File: config.mk
export PLATFORM = sky130hd
export DESIGN_NAME = ccd_capture
export DESIGN_NICKNAME = d
export VERILOG_FILES = /design/src/source/camera_pkg.sv /design/src/source/ccd_capture.sv
export VERILOG_INCLUDE_DIRS = /design/src /design/src/source
export SDC_FILE = /design/constraint.sdc
export NUM_CORES = 1
export LEC_CHECK = 0
export BUFFER_PORTS_ARGS = -buffer_cell sky130_fd_sc_hd__buf_4
export CAP_MARGIN = 10
export CORE_MARGIN = 2
export CORE_UTILIZATION = 45
export CTS_BUF_LIST = sky130_fd_sc_hd__clkbuf_4 sky130_fd_sc_hd__clkbuf_8
export CTS_CLUSTER_DIAMETER = 150
export DETAILED_ROUTE_END_ITERATION = 6
export PLACE_DENSITY = 0.69
export SYNTH_ARGS = -nofsm -noshare
export SYNTH_HDL_FRONTEND = slang
export SYNTH_SLANG_ARGS = --single-unit
File: constraint.sdc
create_clock -name CLOCK_50 -period 3.1 [get_ports CLOCK_50]
set_input_delay 0.31 -clock CLOCK_50 [delete_from_list [all_inputs] [get_ports CLOCK_50]]
set_output_delay 0.31 -clock CLOCK_50 [all_outputs]
set_load 0.05 [all_outputs]
File: src/source/camera_macros.svh
`ifndef CAMERA_MACROS_SVH
`define CAMERA_MACROS_SVH

// ========================================
// Sensor sample geometry
// ========================================

// Raw sensor sample width, also each colour channel
`define CCD_PIXEL_W 12

// Line buffer depth, one full sensor row
`define CCD_LINE_MAX 640

// X and Y coordinate counter width
`define CCD_COORD_W 16

// ========================================
// Frame statistics and display
// ========================================

`define FRAME_CNT_W 32   // Free running frame counter

// Seven-segment digits shown, one nibble each
`define HEX_DIGITS 6

`endif

File: src/source/camera_pkg.sv
`include "camera_macros.svh"

package camera_pkg;

  // ========================================
  // Sample and pixel records
  // ========================================

  // Sensor sample as it leaves the pins
  typedef struct packed {
    logic [`CCD_PIXEL_W-1:0] data;   // Raw Bayer sample
    logic                    fval;   // Frame valid level
    logic                    lval;   // Line valid level
  } ccd_raw_t;

  // Captured pixel with its position
  typedef struct packed {
    logic [`CCD_PIXEL_W-1:0] data;
    logic [`CCD_COORD_W-1:0] x;      // Column within the line
    logic [`CCD_COORD_W-1:0] y;      // Row within the frame
    logic                    dval;   // Pixel belongs to a captured frame
  } ccd_pixel_t;

  typedef struct packed {
    logic [`CCD_PIXEL_W-1:0] red;
    logic [`CCD_PIXEL_W-1:0] green;
    logic [`CCD_PIXEL_W-1:0] blue;
  } rgb_t;

  // Two 16-bit frame buffer words per pixel
  typedef struct packed {
    logic [15:0] word_a;   // 0, green high bits, blue
    logic [15:0] word_b;   // 0, green low bits, red
  } pixel_words_t;

  // ========================================
  // Control encodings
  // ========================================

  // Encoded as {y[0], x[0]}
  typedef enum logic [1:0] {
    GR_EVEN_EVEN = 2'b00,
    R_EVEN_ODD   = 2'b01,
    B_ODD_EVEN   = 2'b10,
    G_ODD_ODD    = 2'b11
  } bayer_phase_e;

  typedef enum logic [1:0] {
    CAP_IDLE,       // Waiting for start pulse
    CAP_ARMED,      // Waiting for next frame start
    CAP_RUN,        // Capturing frames
    CAP_STOPPING    // Finishing current frame
  } capture_state_e;

  // Active-low segments, gfedcba per digit
  typedef struct packed {
    logic [6:0] hex5;
    logic [6:0] hex4;
    logic [6:0] hex3;
    logic [6:0] hex2;
    logic [6:0] hex1;
    logic [6:0] hex0;   // Least significant digit
  } hex_display_t;

endpackage

File: src/source/ccd_capture.sv
`timescale 1ns/1ns
`include "camera_macros.svh"

module ccd_capture (
  input  logic                      CLOCK_50,
  input  logic                      reset,
  input  camera_pkg::ccd_raw_t      ccd_in,
  input  logic                      capture_start,
  input  logic                      capture_end,
  output camera_pkg::ccd_pixel_t    pixel,
  output logic [`FRAME_CNT_W-1:0]   frame_count
);
  import camera_pkg::*;

  ccd_raw_t                raw_q;       // Registered sensor sample
  logic                    fval_prev;   // fval one sample back
  logic                    lval_prev;   // lval one sample back
  logic                    start_q;
  logic                    end_q;
  capture_state_e          state;
  capture_state_e          state_nxt;
  logic                    fval_rise;
  logic                    fval_fall;
  logic                    lval_fall;
  logic                    frame_start;  // New frame counted
  logic                    capturing;
  logic [`CCD_PIXEL_W-1:0] data_q;
  logic [`CCD_COORD_W-1:0] x_q;
  logic [`CCD_COORD_W-1:0] y_q;
  logic                    dval_q;

  // ========================================
  // Input register
  // ========================================
  always_ff @(posedge CLOCK_50)
  begin
    if (reset)
    begin
      raw_q     <= '0;
      fval_prev <= 1'b0;
      lval_prev <= 1'b0;
      start_q   <= 1'b0;
      end_q     <= 1'b0;
    end
    else
    begin
      raw_q     <= ccd_in;
      fval_prev <= raw_q.fval;   // Edge history
      lval_prev <= raw_q.lval;
      start_q   <= capture_start;
      end_q     <= capture_end;
    end
  end

  assign fval_rise = raw_q.fval & ~fval_prev;
  assign fval_fall = ~raw_q.fval & fval_prev;
  assign lval_fall = ~raw_q.lval & lval_prev;

  // ========================================
  // Capture controller
  // ========================================
  always_comb
  begin
    state_nxt   = state;
    frame_start = 1'b0;
    case (state)
      CAP_IDLE:
        if (start_q)
          state_nxt = CAP_ARMED;
      CAP_ARMED:
        if (fval_rise)
        begin
          frame_start = 1'b1;
          state_nxt   = CAP_RUN;
        end
      CAP_RUN:
      begin
        frame_start = fval_rise;            // Back-to-back frames
        if (end_q)
          state_nxt = CAP_STOPPING;   // Let this frame run out
      end
      CAP_STOPPING:
        if (fval_fall)
          state_nxt = CAP_IDLE;
      default: state_nxt = CAP_IDLE;
    endcase
  end

  // Sample counts when frame is live after this edge
  assign capturing = (state_nxt == CAP_RUN) || (state_nxt == CAP_STOPPING);

  always_ff @(posedge CLOCK_50)
  begin
    if (reset)
    begin
      state       <= CAP_IDLE;
      frame_count <= '0;
      x_q         <= '0;
      y_q         <= '0;
      dval_q      <= 1'b0;
    end
    else
    begin
      state  <= state_nxt;
      dval_q <= raw_q.fval & raw_q.lval & capturing;
      if (frame_start)
        frame_count <= frame_count + 1'b1;
      if (fval_rise || !raw_q.lval || !lval_prev)
        x_q <= '0;                   // First column or blanking
      else
        x_q <= x_q + 1'b1;
      if (fval_rise)
        y_q <= '0;
      else if (lval_fall && raw_q.fval)
        y_q <= y_q + 1'b1;           // Line ended inside frame
    end
  end

  always_ff @(posedge CLOCK_50)
    data_q <= raw_q.data;

  assign pixel = '{data: data_q, x: x_q, y: y_q, dval: dval_q};

endmodule

==> run summary <==
• input port to flop — class of the tightest hold or removal check
• 97.3 um — Die Y-Extent
• 777 ps — transition time at the pin with the least slew margin
• 97 — clk sinks
• 56 — largest net degree at the start of global routing
• 0.217 mV — IR drop worst, VDD
• 0.246 — Sw Share
• state[1] — Critical Path Source
• 0 ps — accumulated negative setup slack
• 2,966 — vias in the first global route
• 1.87 nW — Leak
• 0 — Antenna Diode Count
• sky130_fd_sc_hd__clkbuf_8 — clock root buffer
• 90 ps — Clock Pin Slew Worst Setup and Hold Paths
• finished, final reports clean — result of the run
• no — unrepaired setup endpoints after global routing
• 533 — fin nets
• 13,500 um — wire length of the first global-routing pass
• 0.170 — GRT Overall Usage
• 0.364 — portion of total power attributed to the clock network
• 19 — worst-path maximum fanout
• 3390 ps — required time of the worst setup path
• 4 — First-pass DRT Iterations
• 0 — post-CTS resize count
• 0.000596 W — power dissipated by switching net loads
• 0 — number of antenna violations at the first check in global routing
• 0 — Hold Vio Cnt, Final
• flop to flop — critical setup path kind
• 700 ps — worst reg-to-reg setup slack
• 0 — post-CTS setup buffer count
• 0.00243 W — overall power of the completed layout
• 0.539 — sequential fraction of design power
• 0.782 — RePlAce Congestion
• 350 ps — clock latency of the later-clocked register in the worst-skew pair
• 94 — buffers added on ports
• 95 — I/O Pins
• 5490 um — detailed placer's ending HPWL
• 710 ps — pre-CTS setup slack
• 34 — cell row count
• 4670 um2 — Cell Area, Placed
• 62 — first-iteration detailed-routing DRC count
• 2680 ps — arrival time at the worst endpoint
• 5.26 — average vias per placed instance
• 8120 um — Routed WL
• 12.3 ps — worst-case clock skew
• 13.1 um — mean routed wirelength per cell
• 0.417 GHz — maximum frequency from static timing analysis
• 0.477 — Max-slew headroom
• 42 — post-synthesis cell type count
• 3,269 — via count
• 0 — count of yosys warnings during synthesis
• 9 — number of CTS-inserted buffers
• 2400 ps — final worst path period need
• 496 nW/um2 — power density relative to cell area
• 3920 um2 — synthesized area
• 6 — depth of the most critical reg-to-reg path
• 97 — #FFs+latches synth
• 0 — overflow left after global routing
• 0 — count of antenna-violating nets left after detailed routing
• 449 — syn_nets
• 8590 um2 — core region area
• flop — nature of the critical path startpoint
• frame_count[28] — endpoint of the worst-slack reg-to-reg timing path
• state[1] — RR Startpoint
• 0 — number of hold buffers added after CTS
• 0 — max-slew violation count
• 0.228 — ratio of cells with drive above 1 in the final layout
• 0.496 — share of the yosys chip area belonging to registers
• 2 — buffer depth of the longest clock path
• frame_count[28] — destination of the critical timing path
• 0 — reported max-cap violation count
• 9.24 um2 — synthesized area per cell
• 0.456 — Initial Utilization
• 703 ps — post-layout worst setup margin
• ccd_in[1] — source of the worst hold timing path
• done — CTS tree
• 0.773 — final clock period utilization by the worst path
• flop — endpoint class of the critical path
• 97.3 um — die span in x
• 9470 um2 — Total Die Area
• 0 — number of design rule violations left after detail routing
• 24.9% — area growth from synthesis to layout
• 4890 um2 — post-layout instance area
• 3 — number of H-tree levels
• 0.570 — final core utilization
• 0.00183 W — cell-internal power
• 0 — Final setup viols
• 0.097 — Comb pwr share
• 424 — synthesized netlist cell count
==> per-layer routing <==
| metal | up-vias | GRT usage | wire [um] |
|---|---|---|---|
| met1 | 1516 | 0.217 | 3840 |
| met5 | - | 0 | 0 |
| met2 | 73 | 0.283 | 3790 |
| met4 | 0 | 0.0641 | 110 |
| met3 | 9 | 0.0360 | 368 |
| li1 | 1671 | - | - |
==> cells in the mapped netlist <==
library cell | instances | share of area
sky130_fd_sc_hd__a21oi_1 | 35 | 0.045
sky130_fd_sc_hd__nand3_1 | 23 | 0.029
sky130_fd_sc_hd__nor2b_1 | 21 | 0.034
sky130_fd_sc_hd__a211o_1 | 1 | 0.0022
sky130_fd_sc_hd__buf_4 | 1 | 0.0019
sky130_fd_sc_hd__and3_1 | 8 | 0.013
sky130_fd_sc_hd__dfxtp_1 | 97 | 0.50
sky130_fd_sc_hd__o21ai_0 | 9 | 0.011
sky130_fd_sc_hd__a22oi_1 | 1 | 0.0019
sky130_fd_sc_hd__nor3_1 | 5 | 0.0064
sky130_fd_sc_hd__mux2i_1 | 1 | 0.0026
sky130_fd_sc_hd__mux2_2 | 2 | 0.0057
sky130_fd_sc_hd__o31ai_1 | 18 | 0.034
sky130_fd_sc_hd__nand4_1 | 13 | 0.021
sky130_fd_sc_hd__nand2b_1 | 3 | 0.0048
sky130_fd_sc_hd__buf_2 | 3 | 0.0038
sky130_fd_sc_hd__xor2_1 | 13 | 0.029
sky130_fd_sc_hd__nand2_1 | 22 | 0.021
sky130_fd_sc_hd__nor2_1 | 36 | 0.034
sky130_fd_sc_hd__nand3b_1 | 2 | 0.0038
sky130_fd_sc_hd__and4_1 | 5 | 0.011
sky130_fd_sc_hd__nor4b_1 | 1 | 0.0022
sky130_fd_sc_hd__nand4b_1 | 1 | 0.0022
sky130_fd_sc_hd__xnor2_1 | 15 | 0.034
sky130_fd_sc_hd__nor3b_1 | 1 | 0.0019
sky130_fd_sc_hd__nand3_2 | 1 | 0.0026
sky130_fd_sc_hd__or4_1 | 18 | 0.034
sky130_fd_sc_hd__o22ai_1 | 1 | 0.0016
sky130_fd_sc_hd__or3_4 | 1 | 0.0029
sky130_fd_sc_hd__or3_1 | 10 | 0.016
sky130_fd_sc_hd__inv_1 | 14 | 0.013
sky130_fd_sc_hd__and4b_1 | 2 | 0.0051
sky130_fd_sc_hd__ha_1 | 7 | 0.022
sky130_fd_sc_hd__nand4b_4 | 1 | 0.0061
sky130_fd_sc_hd__and3b_1 | 1 | 0.0022
sky130_fd_sc_hd__a211oi_1 | 2 | 0.0038
sky130_fd_sc_hd__buf_6 | 1 | 0.0029
sky130_fd_sc_hd__nor4_1 | 6 | 0.0096
sky130_fd_sc_hd__and2_1 | 3 | 0.0048
sky130_fd_sc_hd__clkbuf_1 | 17 | 0.016
sky130_fd_sc_hd__a31o_2 | 1 | 0.0022
sky130_fd_sc_hd__o31a_1 | 1 | 0.0022
==> power groups by stage <==
stage / combinational, W / sequential [W] / clock (W)
5_1_grt: 0.000257 / 0.00131 / 0.000964
2_1_floorplan: 0.000136 / 0.00137 / 0
3_3_place_gp: 0.000227 / 0.00133 / 0
6_report: 0.000236 / 0.00131 / 0.000884
3_5_place_dp: 0.000235 / 0.00134 / 0
4_1_cts: 0.000236 / 0.00131 / 0.000909
==> placed cells by master (no fill, tap or decap), types with 2 or more instances in the layout <==
| cell type | n |
|---|---|
| sky130_fd_sc_hd__nor2b_1 | 21 |
| sky130_fd_sc_hd__o31ai_1 | 18 |
| sky130_fd_sc_hd__and3_1 | 8 |
| sky130_fd_sc_hd__and4b_1 | 2 |
| sky130_fd_sc_hd__a21oi_1 | 35 |
| sky130_fd_sc_hd__xnor2_1 | 15 |
| sky130_fd_sc_hd__o21ai_0 | 9 |
| sky130_fd_sc_hd__mux2_2 | 2 |
| sky130_fd_sc_hd__nand4_1 | 13 |
| sky130_fd_sc_hd__ha_1 | 7 |
| sky130_fd_sc_hd__nand2_1 | 22 |
| sky130_fd_sc_hd__or4_1 | 18 |
| sky130_fd_sc_hd__inv_1 | 14 |
| sky130_fd_sc_hd__nor2_1 | 36 |
| sky130_fd_sc_hd__a211oi_1 | 2 |
| sky130_fd_sc_hd__dfxtp_1 | 97 |
| sky130_fd_sc_hd__nand3_1 | 23 |
| sky130_fd_sc_hd__nand3b_1 | 2 |
| sky130_fd_sc_hd__nor4_1 | 6 |
| sky130_fd_sc_hd__and2_1 | 3 |
| sky130_fd_sc_hd__clkbuf_8 | 13 |
| sky130_fd_sc_hd__xor2_1 | 13 |
| sky130_fd_sc_hd__and4_1 | 5 |
| sky130_fd_sc_hd__nor3_1 | 5 |
| sky130_fd_sc_hd__or3_1 | 10 |
| sky130_fd_sc_hd__nand2b_1 | 3 |
| sky130_fd_sc_hd__buf_4 | 95 |
==> critical path, stage by stage, from the launching register on <==
cell and delay [ps]:
sky130_fd_sc_hd__dfxtp_1 410, sky130_fd_sc_hd__inv_1 100, sky130_fd_sc_hd__ha_1 420, sky130_fd_sc_hd__and4b_1 330, sky130_fd_sc_hd__nand3_2 310, sky130_fd_sc_hd__or4_1 600
sky130_fd_sc_hd__a21oi_1 150
==> cells by family after synthesis <==
group	count (synthesis)	share of synthesized area
simple gates	184	0.268
flops	97	0.496
compound gates	69	0.105
buf+inv	36	0.0383
xor+xnor	28	0.0626
fa+ha+maj	7	0.0223
mux	3	0.00830
==> worst min-delay path by stage <==
stage | endpoint | slack (ps) | cells after the start
after floorplan | data_q[0] | 310 | 0
after global placement | data_q[2] | 310 | 0
after detailed placement | data_q[6] | 310 | 0
after CTS | raw_q[6] | 150 | 2
after global routing | start_q | 150 | 2
final | raw_q[1] | 170 | 2
==> through the flow <==
step	instances	hold WS (ps)
floorplan	424	310
global placement	605	310
detailed placement	605	312
CTS	621	151
global route	621	146
finish	621	168
==> final cells by class <==
type | instances | area (um2)
flip-flops and latches | 97 | 1940
repair buffers | 95 | 713
fillers | 790 | 3700
clock inverters | 3 | 46.3
clock buffers | 13 | 179
well taps | 108 | 135
inverters | 14 | 52.6
multi-input cells | 291 | 1830
==> state kept, by name (all words and copies together), names as in the netlist, 2 cells and up <==
name / cells
state: 2
frame_count: 32
raw_q: 14
x_q: 16
y_q: 16
data_q: 12
No activity file was read; power rests on OpenSTA's default activity.
