<file path="src/source/camera_macros.svh">
`ifndef CAMERA_MACROS_SVH
`define CAMERA_MACROS_SVH

// ========================================
// Sensor sample geometry
// ========================================

// Raw sensor sample width, also each colour channel
`define CCD_PIXEL_W 12

// Line buffer depth, one full sensor row
`define CCD_LINE_MAX 640

// X and Y coordinate counter width
`define CCD_COORD_W 16

// ========================================
// Frame statistics and display
// ========================================

`define FRAME_CNT_W 32   // Free running frame counter

// Seven-segment digits shown, one nibble each
`define HEX_DIGITS 6

`endif

</file>
<file path="src/source/camera_pkg.sv">
`include "camera_macros.svh"

package camera_pkg;

  // ========================================
  // Sample and pixel records
  // ========================================

  // Sensor sample as it leaves the pins
  typedef struct packed {
    logic [`CCD_PIXEL_W-1:0] data;   // Raw Bayer sample
    logic                    fval;   // Frame valid level
    logic                    lval;   // Line valid level
  } ccd_raw_t;

  // Captured pixel with its position
  typedef struct packed {
    logic [`CCD_PIXEL_W-1:0] data;
    logic [`CCD_COORD_W-1:0] x;      // Column within the line
    logic [`CCD_COORD_W-1:0] y;      // Row within the frame
    logic                    dval;   // Pixel belongs to a captured frame
  } ccd_pixel_t;

  typedef struct packed {
    logic [`CCD_PIXEL_W-1:0] red;
    logic [`CCD_PIXEL_W-1:0] green;
    logic [`CCD_PIXEL_W-1:0] blue;
  } rgb_t;

  // Two 16-bit frame buffer words per pixel
  typedef struct packed {
    logic [15:0] word_a;   // 0, green high bits, blue
    logic [15:0] word_b;   // 0, green low bits, red
  } pixel_words_t;

  // ========================================
  // Control encodings
  // ========================================

  // Encoded as {y[0], x[0]}
  typedef enum logic [1:0] {
    GR_EVEN_EVEN = 2'b00,
    R_EVEN_ODD   = 2'b01,
    B_ODD_EVEN   = 2'b10,
    G_ODD_ODD    = 2'b11
  } bayer_phase_e;

  typedef enum logic [1:0] {
    CAP_IDLE,       // Waiting for start pulse
    CAP_ARMED,      // Waiting for next frame start
    CAP_RUN,        // Capturing frames
    CAP_STOPPING    // Finishing current frame
  } capture_state_e;

  // Active-low segments, gfedcba per digit
  typedef struct packed {
    logic [6:0] hex5;
    logic [6:0] hex4;
    logic [6:0] hex3;
    logic [6:0] hex2;
    logic [6:0] hex1;
    logic [6:0] hex0;   // Least significant digit
  } hex_display_t;

endpackage

</file>
<file path="src/source/frame_count_display.sv">
`timescale 1ns/1ns
`include "camera_macros.svh"

module frame_count_display (
  input  logic                      CLOCK_50,
  input  logic                      reset,
  input  logic [`FRAME_CNT_W-1:0]   frame_count,
  output camera_pkg::hex_display_t  hex
);
  import camera_pkg::*;

  logic [`HEX_DIGITS-1:0][6:0] seg_next;   // Digit 0 in low bits

  // Active-low gfedcba, common anode
  function automatic logic [6:0] seg7(input logic [3:0] nib);
    logic [6:0] seg;
    case (nib)
      4'h0: seg = 7'h40;
      4'h1: seg = 7'h79;
      4'h2: seg = 7'h24;
      4'h3: seg = 7'h30;
      4'h4: seg = 7'h19;
      4'h5: seg = 7'h12;
      4'h6: seg = 7'h02;
      4'h7: seg = 7'h78;
      4'h8: seg = 7'h00;
      4'h9: seg = 7'h10;
      4'hA: seg = 7'h08;
      4'hB: seg = 7'h03;
      4'hC: seg = 7'h46;
      4'hD: seg = 7'h21;
      4'hE: seg = 7'h06;
      default: seg = 7'h0E;   // F
    endcase
    return seg;
  endfunction

  // ========================================
  // Nibble decode
  // ========================================
  always_comb
  begin
    for (int i = 0; i < `HEX_DIGITS; i++)
      seg_next[i] = seg7(frame_count[4*i +: 4]);   // Low 24 bits only
  end

  always_ff @(posedge CLOCK_50)
  begin
    if (reset)
      hex <= hex_display_t'({`HEX_DIGITS{7'h40}});   // "000000"
    else
      hex <= hex_display_t'(seg_next);
  end

endmodule

</file>
<file path="config.mk">
export PLATFORM = sky130hd
export DESIGN_NAME = frame_count_display
export DESIGN_NICKNAME = d
export VERILOG_FILES = /design/src/source/camera_pkg.sv /design/src/source/frame_count_display.sv
export VERILOG_INCLUDE_DIRS = /design/src /design/src/source
export SDC_FILE = /design/constraint.sdc
export NUM_CORES = 1
export LEC_CHECK = 0
export BUFFER_PORTS_ARGS = -buffer_cell sky130_fd_sc_hd__buf_4
export CAP_MARGIN = 20
export CORE_ASPECT_RATIO = 0.6
export CORE_MARGIN = 5
export CORE_UTILIZATION = 50
export DETAILED_ROUTE_END_ITERATION = 16
export GPL_TIMING_DRIVEN = 0
export PLACE_DENSITY = 0.77
export SLEW_MARGIN = 25
export SYNTH_ARGS = -nofsm -noshare
export SYNTH_HDL_FRONTEND = slang
export SYNTH_SLANG_ARGS = --single-unit
</file>
<file path="constraint.sdc">
create_clock -name CLOCK_50 -period 2.8 [get_ports CLOCK_50]
set_clock_uncertainty 0.15 [all_clocks]
set_input_delay 0.42 -clock CLOCK_50 [delete_from_list [all_inputs] [get_ports CLOCK_50]]
set_output_delay 0.42 -clock CLOCK_50 [all_outputs]
set_load 0.005 [all_outputs]
</file>
==> results.md, run 1 <==
Logic synthesis:
- The netlist area before placement is 0.00262 mm2.
- The unique cell type count in the Yosys netlist is 33.
- The number of nets handed over by synthesis was 348.
- The dominant combinational cell family by area after synthesis is adder cells.
- The warning count from the yosys run is 0.
- The xor/xnor share of the synthesized area is 0.
- The share of the Yosys chip area taken by registers is 0.321.
- A synthesized cell averages 9.62 um2.
- Of the total synthesized cell area, the portion taken by full adders, half adders and majority gates is 0.201.
- Of the total synthesized cell area, the portion taken by AND, OR, NAND and NOR gates is 0.144.
- The synthesized instance count is 272.
- The fraction of synthesized area in multiplexers is 0.103.
- Synthesis inferred 42 register bits.
- The complex-gate fraction of the synthesized area is 0.161.

Worst hold path:
- The destination of the worst hold path is hex[36].
- The worst hold path begins at frame_count[21].
- The path type of the worst min-delay path is in2reg.
- The number of cells traversed by the worst hold path is 3.

Clocking:
- The post-CTS setup-driven buffer insertion count is 0.
- After clock tree synthesis, the clock-pin slew on the worst setup and hold paths is 0.08 ns.
- The clock sink count is 42.
- The clock root buffer is clkbuf_8.
- In this run the number of H-tree levels came out at 2.
- For this design, the CTS-stage hold fixing added 0 buffers.
- The TritonCTS clock tree is built.
- The number of CTS-inserted buffers is 5.
- The longest clock path from root to sink contains 2 buffers.
- In this run, post-CTS repair resized a total of 0 instances.

STA:
- The final number of setup-violating endpoints is 0.
- In the post-route analysis, the smallest setup slack over all paths is 1.26 ns.
- The number of max-slew violations in the final report was 0.
- The part of the cycle the worst path needs is 0.550.
- The hold violation count in the final report came to 0.
- At the pin with the least slew margin, the transition time is 0.610 ns.
- The final hold slack is 0.278 ns.
- The summed negative setup slack over all endpoints is 0 ns.
- The tightest slew margin relative to the limit is 0.593.
- Static timing analysis puts the maximum clock frequency at 650 MHz.
- Setup repair after global routing left no endpoint under its margin.
- The post-layout minimum cycle time is 1.54 ns.

Pwr:
- Summed over all cells, the static leakage comes to 1.57 nW.
- In this run the power density over the cells is 413 mW/mm2.
- The worst voltage drop across the vdd grid is 199 uV.

Place:
- In this run the tool buffered the top-level ports with 62 buffer cells.
- The final estimated routing congestion in global placement is 0.871.
- The area of placed instances is 0.00317 mm2.
- Including well taps, the total number of placed cells is 400.
- The post-place setup slack is 0.970 ns.
- The post-detailed-placement half-perimeter wirelength is 4480 um.

Setup path:
- The startpoint type of the worst setup path is an input pin.
- The data required time of the worst path is 2.84 ns.
- The kind of end point of the critical path is a flip-flop.
- The category of the critical setup timing path is in2reg.
- Data on the critical path arrives at its endpoint at 1.58 ns.
- Of all nets on the critical path, the largest fanout is 7.

Global routing:
- The via count of the first global-routing pass was 2037.
- The initial antenna violation count came to 0.
- Across every metal layer, demand over resource in global routing totals 0.180.
- Entering global routing, the biggest net connects 12 pins.
- The first global-routing pass estimated 9690 um of wire.
- The overall overflow remaining after global route is 0.

Floorplanning:
- The overall die area is 0.00683 mm2.
- The height of the die is 66.0 um.
- The area of the core region is 0.00505 mm2.
- The initial core utilization is 0.518.
- The number of top-level pins is 76.
- The die span in x is 103 um.
- After floorplanning, the core was divided into 20 placement rows.

Drt:
- The detailed-route vias per instance is 5.29.
- The wire length per cell is 14.4 um.
- In this run the remaining antenna-violating nets after routing total 0.
- The starting DRC count in detailed routing is 81.
- The wire length after detailed routing is 5880 um.
- The total DRC errors in the routed layout is 0.
- In the detailed route, the total length drawn on met2 is 2490 um.
- The highest metal layer with signal wires is met4.
- The total iterations of the first detailed-routing run is 4.
- After detailed routing, the wire length on met1 is 2890 um.
- The vias after detailed routing is 2155.
- In the detailed route, the total length drawn on met3 is 457 um.

Final layout:
- The register with the most flip-flops is hex.
- Of the cells placed in the final design, the portion with a size suffix greater than 1 is 0.276.
- With fillers left out, the area of the finished cells amounts to 0.00324 mm2.
- The number of antenna diodes in the final layout is 0.
- The register with the most flip-flops in the layout has 42 of them.
- The finished layout holds 407 standard cells, fillers aside.
- The layout-stage area growth over the synthesis result is 23.9%.
- The number of nets at the end of the flow is 417.
- The largest registers in the layout are hex (42).

Status:
- The flow ran to the end, and the final reports show no timing, DRC or antenna violations.

Run:
- The count of maximum capacitance violations is 0.
==> synthesized netlist by cell type (all sizes together) <==
cell type / number / area [um2]
a211oi: 16 / 120
nand2b: 3 / 18.8
o21ai: 7 / 35.0
a2bb2oi: 6 / 52.6
o32ai: 3 / 26.3
or2: 2 / 12.5
mux2: 11 / 128
a221o: 6 / 60.1
nand2: 9 / 33.8
or4b: 4 / 40.0
a21oi: 17 / 85.1
nor2: 21 / 78.8
and2b: 6 / 45.0
nand3: 5 / 25.0
o21a: 2 / 15.0
mux4: 1 / 22.5
inv: 14 / 52.6
o22ai: 2 / 12.5
nor3: 7 / 35.0
nor2b: 13 / 81.3
dfxtp: 42 / 841
nand3b: 1 / 7.51
mux2i: 12 / 120
clkbuf: 5 / 21.3
ha: 42 / 526
o31ai: 2 / 15.0
buf: 13 / 108
==> report_power, final <==
part	switching [W]	total [W]	internal, W
combinational	0.000159	0.000324	0.000165
clock	0.000196	0.000368	0.000172
sequential	0.0000107	0.000648	0.000637
total	0.000366	0.00134	0.000974
==> critical path: stages <==
cell	delay [ns]
buf_4	0.12
inv_1	0.10
ha_1	0.30
inv_1	0.04
mux4_2	0.45
nor2b_1	0.14
==> final cells by class <==
cell class / count / area (um2)
buffer: 18 / 129
fill: 428 / 1810
inverter: 14 / 52.6
timing repair buffer: 62 / 465
tap: 66 / 82.6
sequential: 42 / 841
clock buffer: 7 / 76.3
multi-input combinational: 198 / 1600
==> worst max path at each step <==
stage / from / end / slack [ns] / cells after the start
after floorplan: frame_count[17] / hex[31] / 1.19 / 5
after global placement: frame_count[16] / hex[31] / 0.98 / 6
after detailed placement: frame_count[16] / hex[31] / 0.97 / 6
after CTS: frame_count[16] / hex[31] / 1.28 / 6
after global routing: frame_count[16] / hex[31] / 1.24 / 6
final: frame_count[16] / hex[31] / 1.26 / 6
==> kinds of logic (layout without fill, tap and decap cells) <==
logic type / Yosys count / after routing
flops: 42 / 42
simple gates: 71 / 71
fa+ha+maj: 42 / 42
mux: 24 / 24
compound gates: 61 / 61
buf+inv: 32 / 101
==> per-stage QoR <==
step	util	power (W)
global placement	0.626	0.000978
floorplan	-	0.000841
detailed placement	0.626	0.000986
finish	0.641	0.00134
CTS	0.641	0.00135
global route	0.641	0.00142
==> layer usage <==
layer	vias up	global-route usage
li1	1099	-
met1	976	0.266
met2	73	0.260
met3	7	0.0400
met4	0	0.0485
met5	-	0
==> placed cells by master (no fill, tap or decap) <==
| master | count |
|---|---|
| buf_4 | 64 |
| ha_1 | 42 |
| dfxtp_1 | 42 |
| nor2_1 | 21 |
| a21oi_1 | 17 |
| a211oi_1 | 16 |
| inv_1 | 14 |
| nor2b_1 | 13 |
| mux2i_1 | 12 |
| nand2_1 | 9 |
| mux2_2 | 9 |
| o21ai_0 | 7 |
| nor3_1 | 7 |
| buf_6 | 6 |
| a2bb2oi_1 | 6 |
| and2b_1 | 6 |
| a221o_1 | 6 |
| buf_2 | 5 |
| nand3_1 | 5 |
| clkbuf_1 | 5 |
| clkbuf_8 | 5 |
| or4b_1 | 4 |
| nand2b_1 | 3 |
| o32ai_1 | 3 |
| clkbuf_2 | 2 |
| o22ai_1 | 2 |
| o31ai_1 | 2 |
| o21a_1 | 2 |
| or2_1 | 1 |
| or2_2 | 1 |
| nand3b_1 | 1 |
| mux4_2 | 1 |
| mux2_4 | 1 |
| mux2_1 | 1 |
Power figures use the tool's default switching activity.
==> run 2: changes to the inputs <==
ABC_AREA = 1   (was default)
CORE_UTILIZATION = 47   (was 50)
PLACE_DENSITY = 0.76   (was 0.77)
clock period = 1.33 ns   (was 2.8 ns; I/O delays follow)
==> run 2 against run 1 <==
Sequential cell count stayed put. Via count is 8.4% higher. Sequential share of layout area is 0.21 points lower. Critical path type is now reg2out. Largest power group unchanged.
==> results.md, run 2 <==
Logic synthesis:
- Yosys mapped the design onto 23 distinct sky130hd cell types.
- The cell count after synthesis came out at 352.
- The netlist area before placement is 0.00265 mm2.
- The cell accounting for the most synthesized area is dfxtp_1.
- The number of synthesized flops with an enable pin is 0.
- The share of async-settable or async-resettable flops after synthesis is 0.
- The warning count from the yosys run is 0.
- In the synthesized netlist, the cells that appear most often are 91 x nand2_1, 42 x dfxtp_1, 42 x ha_1.
- Counting every net in the synthesized netlist gives 428.
- The cell with the most instances after synthesis is nand2_1.
- The synthesized flop and latch total is 42.
- For this run, the register share of the synthesized area comes to 0.318.
- The most frequently used flop master after synthesis is dfxtp_1.
- By area the synthesized netlist is led by dfxtp_1 32%, ha_1 20%, nand2_1 13%.
- The mean instance size in the synthesized netlist is 7.52 um2.
- The share of synthesized area in the top cell type comes to 0.318.

Global routing:
- The via count of the first global-routing pass came to 2105.
- For this run, the total global-route usage over all layers was measured as 0.168.
- The first global-routing pass estimated 9870 um of wire.
- The total overflow left after global routing is 0.
- The initial antenna violation count is 0.
- The largest net degree at the start of global routing is 13.

STA:
- Static timing analysis puts the maximum clock frequency at 926 MHz.
- The worst setup margin is 0.250 ns.
- At the pin with the least slew margin, the transition time is 0.217 ns.
- Setup repair after global routing left no endpoint under its margin.
- The summed negative setup slack over all endpoints is 0 ns.
- The part of the cycle the worst path needs is 0.812.
- The tightest slew margin relative to the limit is 0.855.
- The hold violation count in the final report is 0.
- The final number of setup-violating endpoints is 0.
- The post-layout minimum cycle time is 1.08 ns.
- The number of max-slew violations in the final report is 0.

Clocking:
- After clock tree synthesis, the clock-pin slew on the worst setup and hold paths is 0.08 ns.
- The post-CTS setup-driven buffer insertion count is 0.
- The number of instances resized during post-cts repair is 0.
- The number of hold-repair buffers added at the cts stage is 0.
- The CTS H-tree depth is 2.
- Clock tree synthesis found a total of 42 sinks.
- TritonCTS built the clock tree.
- The clock root buffer is clkbuf_8.
- Clock tree synthesis inserted a total of 5 buffers.
- In this run the deepest clock path goes through 2 buffers.

Final layout:
- The register with the most flip-flops in the layout has 42 of them.
- The largest registers in the layout are hex (42).
- The multi-input combinational cells in the finished layout cover a total of 0.00150 mm2.
- The number of standard cells in the final layout excluding fillers is 488.
- Registers take 841 um2.
- The number of filler cells placed in the layout is 511.
- The number of antenna repair diodes is 0.
- The most common cell after layout, fill and taps aside is nand2_1.
- In the layout the commonest cells are 91 x nand2_1, 66 x buf_4, 42 x ha_1, 42 x dfxtp_1, 39 x nand3_1.
- The register with the most flip-flops is hex.
- The layout-stage area growth over the synthesis result is 23.4%.
- The fraction of layout cells with a size suffix above 1 is 0.253.
- Summing all non-filler instances in the final layout gives an area of 0.00327 mm2.
- Once layout is complete, the utilization of the core stands at 0.592.
- The number of nets at the end of the flow is 494.

Setup path:
- The worst setup path is launched from a flip-flop.
- The signal on the critical path passes through buf_4.
- The critical-path cell with the highest stage delay is dfxtp_1.
- STA puts the critical path data required time at 0.98 ns.
- The worst setup path is captured at an output port.
- Data arrives at the worst endpoint at 0.73 ns.
- Along the worst path, the maximum fanout reaches 1.
- On the critical path the largest part of the delay comes from flip-flops.
- The category of the critical setup timing path is reg2out.
- The largest stage delay on the critical path is 0.32 ns.
- Together, buffers and inverters on the worst path number 1.

Place:
- The count of buffers added on input and output ports is 59.
- Before CTS, the worst setup slack after placement is 0.0357 ns.
- The final estimated routing congestion in global placement is 0.885.
- The post-detailed-placement half-perimeter wirelength is 4570 um.
- After detailed placement, the total cell area comes to 0.00318 mm2.
- Counting tap cells, the placed design contains a total of 480 instances.

Floorplanning:
- The count of standard-cell rows is 21.
- The initial core utilization is 0.480.
- The floorplan step set the die height to 68.1 um.
- The number of top-level pins is 76.
- The floorplan step defined a die boundary enclosing 0.00728 mm2.
- In this run the horizontal extent of the chip is 107 um.
- The region available for standard cell placement spans 0.00552 mm2.

Worst hold path:
- The path class of the tightest hold or removal check is in2reg.

Run:
- The count of maximum capacitance violations is 0.

Drt:
- The routed design uses 376 um of met3 wire.
- The detail route stage leaves a number of antenna-violating nets equal to 0.
- The wire length on met2 is 2510 um.
- After detailed routing, the average wire length per cell comes to 12.2 um.
- The length of routed wiring on met1 is 3020 um.
- The highest layer touched by signal routing is met4.
- In this run, the number of DRC markers left after iteration 0 of detailed routing was 97.
- Dividing the detail-routed via count by the number of cells gives 4.79.
- The final layout contains routed wiring with a total length of 5970 um.
- The total DRC errors in the routed layout is 0.
- Before antenna repair, the detailed router went through 4 iterations.
- The vias after detailed routing is 2336.

Pwr:
- Dividing total power by cell area gives a power density of 876 mW/mm2.
- The worst voltage drop across the vdd grid is 425 uV.
- The total leakage power is 1.70 nW.

Status:
- The flow ran to the end, and the final reports show no timing, DRC or antenna violations.
==> run 2: cell types whose count changed after synthesis, sizes merged, moves of 12 or more <==
cell	delta
a211oi	-16
a21oi	+14
inv	+31
mux2i	-12
nand2	+87
nand3	+38
nor2b	-13
==> run 2: power by group <==
group / switching, W / internal, W
combinational: 0.000370 / 0.000302
clock: 0.000406 / 0.000419
sequential: 0.0000243 / 0.00134
total: 0.000800 / 0.00206
==> run 2: cell families (layout without fill, tap and decap cells) <==
group                      count (synthesis)  in the layout  share of synthesized area
buffers and inverters                     59            126                      0.114
DFF                                       42             42                      0.318
adders and majority gates                 42             42                      0.198
AOI/OAI and AO/OA                         51             51                      0.102
and+or+nand+nor                          158            158                      0.267
==> run 2: worst paths after layout <==
| kind | cells past startpoint | from | to |
|---|---|---|---|
| worst max-delay path | 1 | hex[25] | hex[25] |
| worst min-delay path | 2 | reset | hex[40] |
==> run 2: per-layer routing <==
metal,global-route usage,vias up
li1,-,1254
met1,0.242,1007
met2,0.256,68
met3,0.0386,7
met4,0.0383,0
met5,0,-
==> run 2: cell type report <==
cell class	count	share of cell area
Tap cell	69	0.0264
Inverter	45	0.0563
Timing Repair Buffer	59	0.136
Clock buffer	7	0.0264
Clock inverter	1	0.00153
Multi-Input combinational cell	251	0.460
Sequential cell	42	0.257
Buffer	14	0.0364
==> run 2: stage by stage <==
step	total power [W]	hold slack [ns]
after CTS	0.00290	0.00497
final	0.00286	0.00816
after global routing	0.00307	0.00229
after global placement	0.00205	0.309
after detailed placement	0.00206	0.316
after floorplan	0.00178	0.204
==> run 3: changes to the inputs <==
CORE_UTILIZATION = 50   (was 47)
PLACE_DENSITY = 0.77   (was 0.76)
clock period = 1.01 ns   (was 1.33 ns; I/O delays follow)
==> run 3 against run 2 <==
The run now ends with negative hold slack, negative setup slack left. Worst setup slack worse by 0.27 ns. Total power increased by 37%. Clock power rose by 38%. Critical path depth unchanged. Sequential cell count unchanged. Highest routed layer unchanged.
==> results.md, run 3 (synthesis results as in run 2) <==
Status:
- The flow ran to the end, but the final reports show violations.
- The checks that failed: negative hold slack, negative setup slack.

STA:
- The measured slew at the worst slew-check pin is 0.229 ns.
- The hold violation count in the final report is 5.
- The number of max-slew violations in the final report is 0.
- The final number of setup-violating endpoints is 41.
- In this run the tightest slew margin relative to its limit is 0.847.
- Once routing completed, OpenROAD measured the worst setup slack at -0.0236 ns.
- The part of the cycle the worst path needs is 1.02.
- The final hold slack is -0.0589 ns.
- Setup repair after global routing could not meet its margin everywhere.
- The fmax is 968 MHz.
- After layout, the minimum clock period comes to 1.03 ns.

Global routing:
- The largest net degree at the start of global routing is 13.
- The first global-routing pass estimated 10200 um of wire.
- The overall overflow remaining after global route is 0.
- The via count of the first global-routing pass came to 2209.
- The initial antenna violation count is 0.
- For this run, the total global-route usage over all layers was measured as 0.178.

Clocking:
- The clock transition at the registers of the reported paths is 0.08 ns.
- TritonCTS built the clock tree.
- The clock net in this run drives a total of 42 sinks.
- Hold repair after CTS inserted 2 buffers.
- The CTS H-tree depth is 2.
- The clock root buffer is clkbuf_8.
- The number of clock buffers added by TritonCTS is 5.
- The maximum clock path buffer count is 2.

Place:
- The number of I/O port buffers is 59.
- In this run, placement finished with an instance count of 477.
- The post-detailed-placement half-perimeter wirelength is 4560 um.
- Routability-driven placement finished with a final weighted congestion of 0.856.

Final layout:
- The layout-stage area growth over the synthesis result is 31.4%.
- Ranked by flip-flop count, first place goes to hex.
- The register with the most flip-flops in the layout has 42 of them.
- The fraction of layout cells with a size suffix above 1 is 0.348.
- 0 antenna diodes ended up in the layout.
- Leaving out fill and tap cells, the most frequent cells in the layout are 91 x nand2_1, 42 x ha_1, 40 x buf_6.
- The library cell used most frequently in the layout, excluding fill and tap cells, is nand2_1.
- The layout has 462 filler cells.
- The number of standard cells in the final layout excluding fillers is 489.
- The final layout contains 498 nets.
- In the final layout, the registers with the most flip-flops are hex (42).

Pwr:
- After layout, the design draws a total of 0.00393 W.
- The power per standard cell area is 1130 mW/mm2.
- The worst voltage drop across the vdd grid is 671 uV.
- Summed over all cells, the static leakage comes to 1.76 nW.

Floorplanning:
- For this configuration, the core starts out at a cell density of 0.519.
- The floorplan step defined a core boundary enclosing 0.00510 mm2.
- The initialized floorplan defines 20 standard-cell rows.
- The overall die area is 0.00690 mm2.
- Pin placement for this block handled 76 I/O pins.
- The die span in x is 104 um.
- The die is 66.4 um tall.

Setup path:
- The arrival time reported for the critical path endpoint is 0.73 ns.
- The critical path starts at hex[25].
- On the critical path, the stage with the largest delay is an instance of dfxtp_2.
- The largest stage delay on the critical path is 0.34 ns.
- The worst setup path is of the reg2out kind.
- The maximum fanout along the worst path is 1.
- For the worst setup path, the data required time is 0.71 ns.
- Together, buffers and inverters on the worst path number 1.
- The kind of end point of the critical path is an output port.
- Traced cell by cell, the critical path runs through buf_6.
- The worst setup path is launched from a flip-flop.
- The kind of cell with the highest combined delay on the critical path is flip-flops.

Worst hold path:
- The worst min-delay path startpoint is reset.
- The destination of the worst hold path is hex[12].
- In this run the worst hold path is classified as in2reg.
- The worst hold path was traced through 2 stages.

Drt:
- The detailed-route vias per instance is 4.99.
- The starting DRC count in detailed routing is 93.
- The detail route stage leaves a number of antenna-violating nets equal to 0.
- The vias after detailed routing is 2438.
- Dividing the detail-routed wire length by the instance count gives 12.8 um.
- The first detailed-routing pass took 4 iterations.
- The wire length after detailed routing is 6250 um.
- The total DRC errors in the routed layout is 0.

Run:
- The tool flagged a number of max-cap violations equal to 0.
-- run 3: power breakdown --
group	switching (W)	internal (W)	leakage [nW]
Clock	0.000583	0.000552	0.0482
Sequential	0.0000498	0.00178	0.357
Combinational	0.000496	0.000465	1.35
Total	0.00113	0.00280	1.76
-- run 3: final cells by class --
cell class | count | area, um2 | share of cell area
buffer | 14 | 119 | 0.0342
clock buffer | 7 | 86.3 | 0.0248
multi-input combinational | 251 | 1510 | 0.434
clock inverter | 1 | 5.00 | 0.00144
timing repair buffer | 63 | 607 | 0.174
tap | 66 | 82.6 | 0.0237
inverter | 45 | 188 | 0.0539
sequential | 42 | 881 | 0.253
-- run 3: worst max path at each step --
stage                         end  slack [ns]  cells past startpoint
after CTS                 hex[25]       -0.03                      1
after floorplan           hex[38]       0.006                      7
after global routing      hex[31]       -0.06                      1
after global placement    hex[38]       -0.22                      8
after detailed placement  hex[38]       -0.22                      8
final                     hex[25]       -0.02                      1
-- run 3: per-layer routing --
layer | track usage | share of wire
met2 | 0.275 | 0.44
met3 | 0.0380 | 0.059
met4 | 0.0420 | 0.0050
met1 | 0.253 | 0.49
met5 | 0 | 0
-- run 3: through the flow --
stage	setup slack (ns)	utilization	hold slack, ns	area, um2	setup TNS, ns
2_1_floorplan	0.00602	-	0.156	2650	0
3_3_place_gp	-0.222	0.622	0.260	3170	-4.22
3_5_place_dp	-0.224	0.622	0.261	3170	-4.80
4_1_cts	-0.0264	0.656	-0.0587	3350	-0.754
5_1_grt	-0.0574	0.682	-0.0639	3480	-1.64
6_report	-0.0236	0.682	-0.0589	3480	-0.356
-- run 3: what timing repair did --
item                                   CTS  global route
pin swaps                                0             1
setup endpoints to repair               42            46
resized for setup                       25            48
buffers inserted                         0             3
endpoints found under the hold margin    6             4
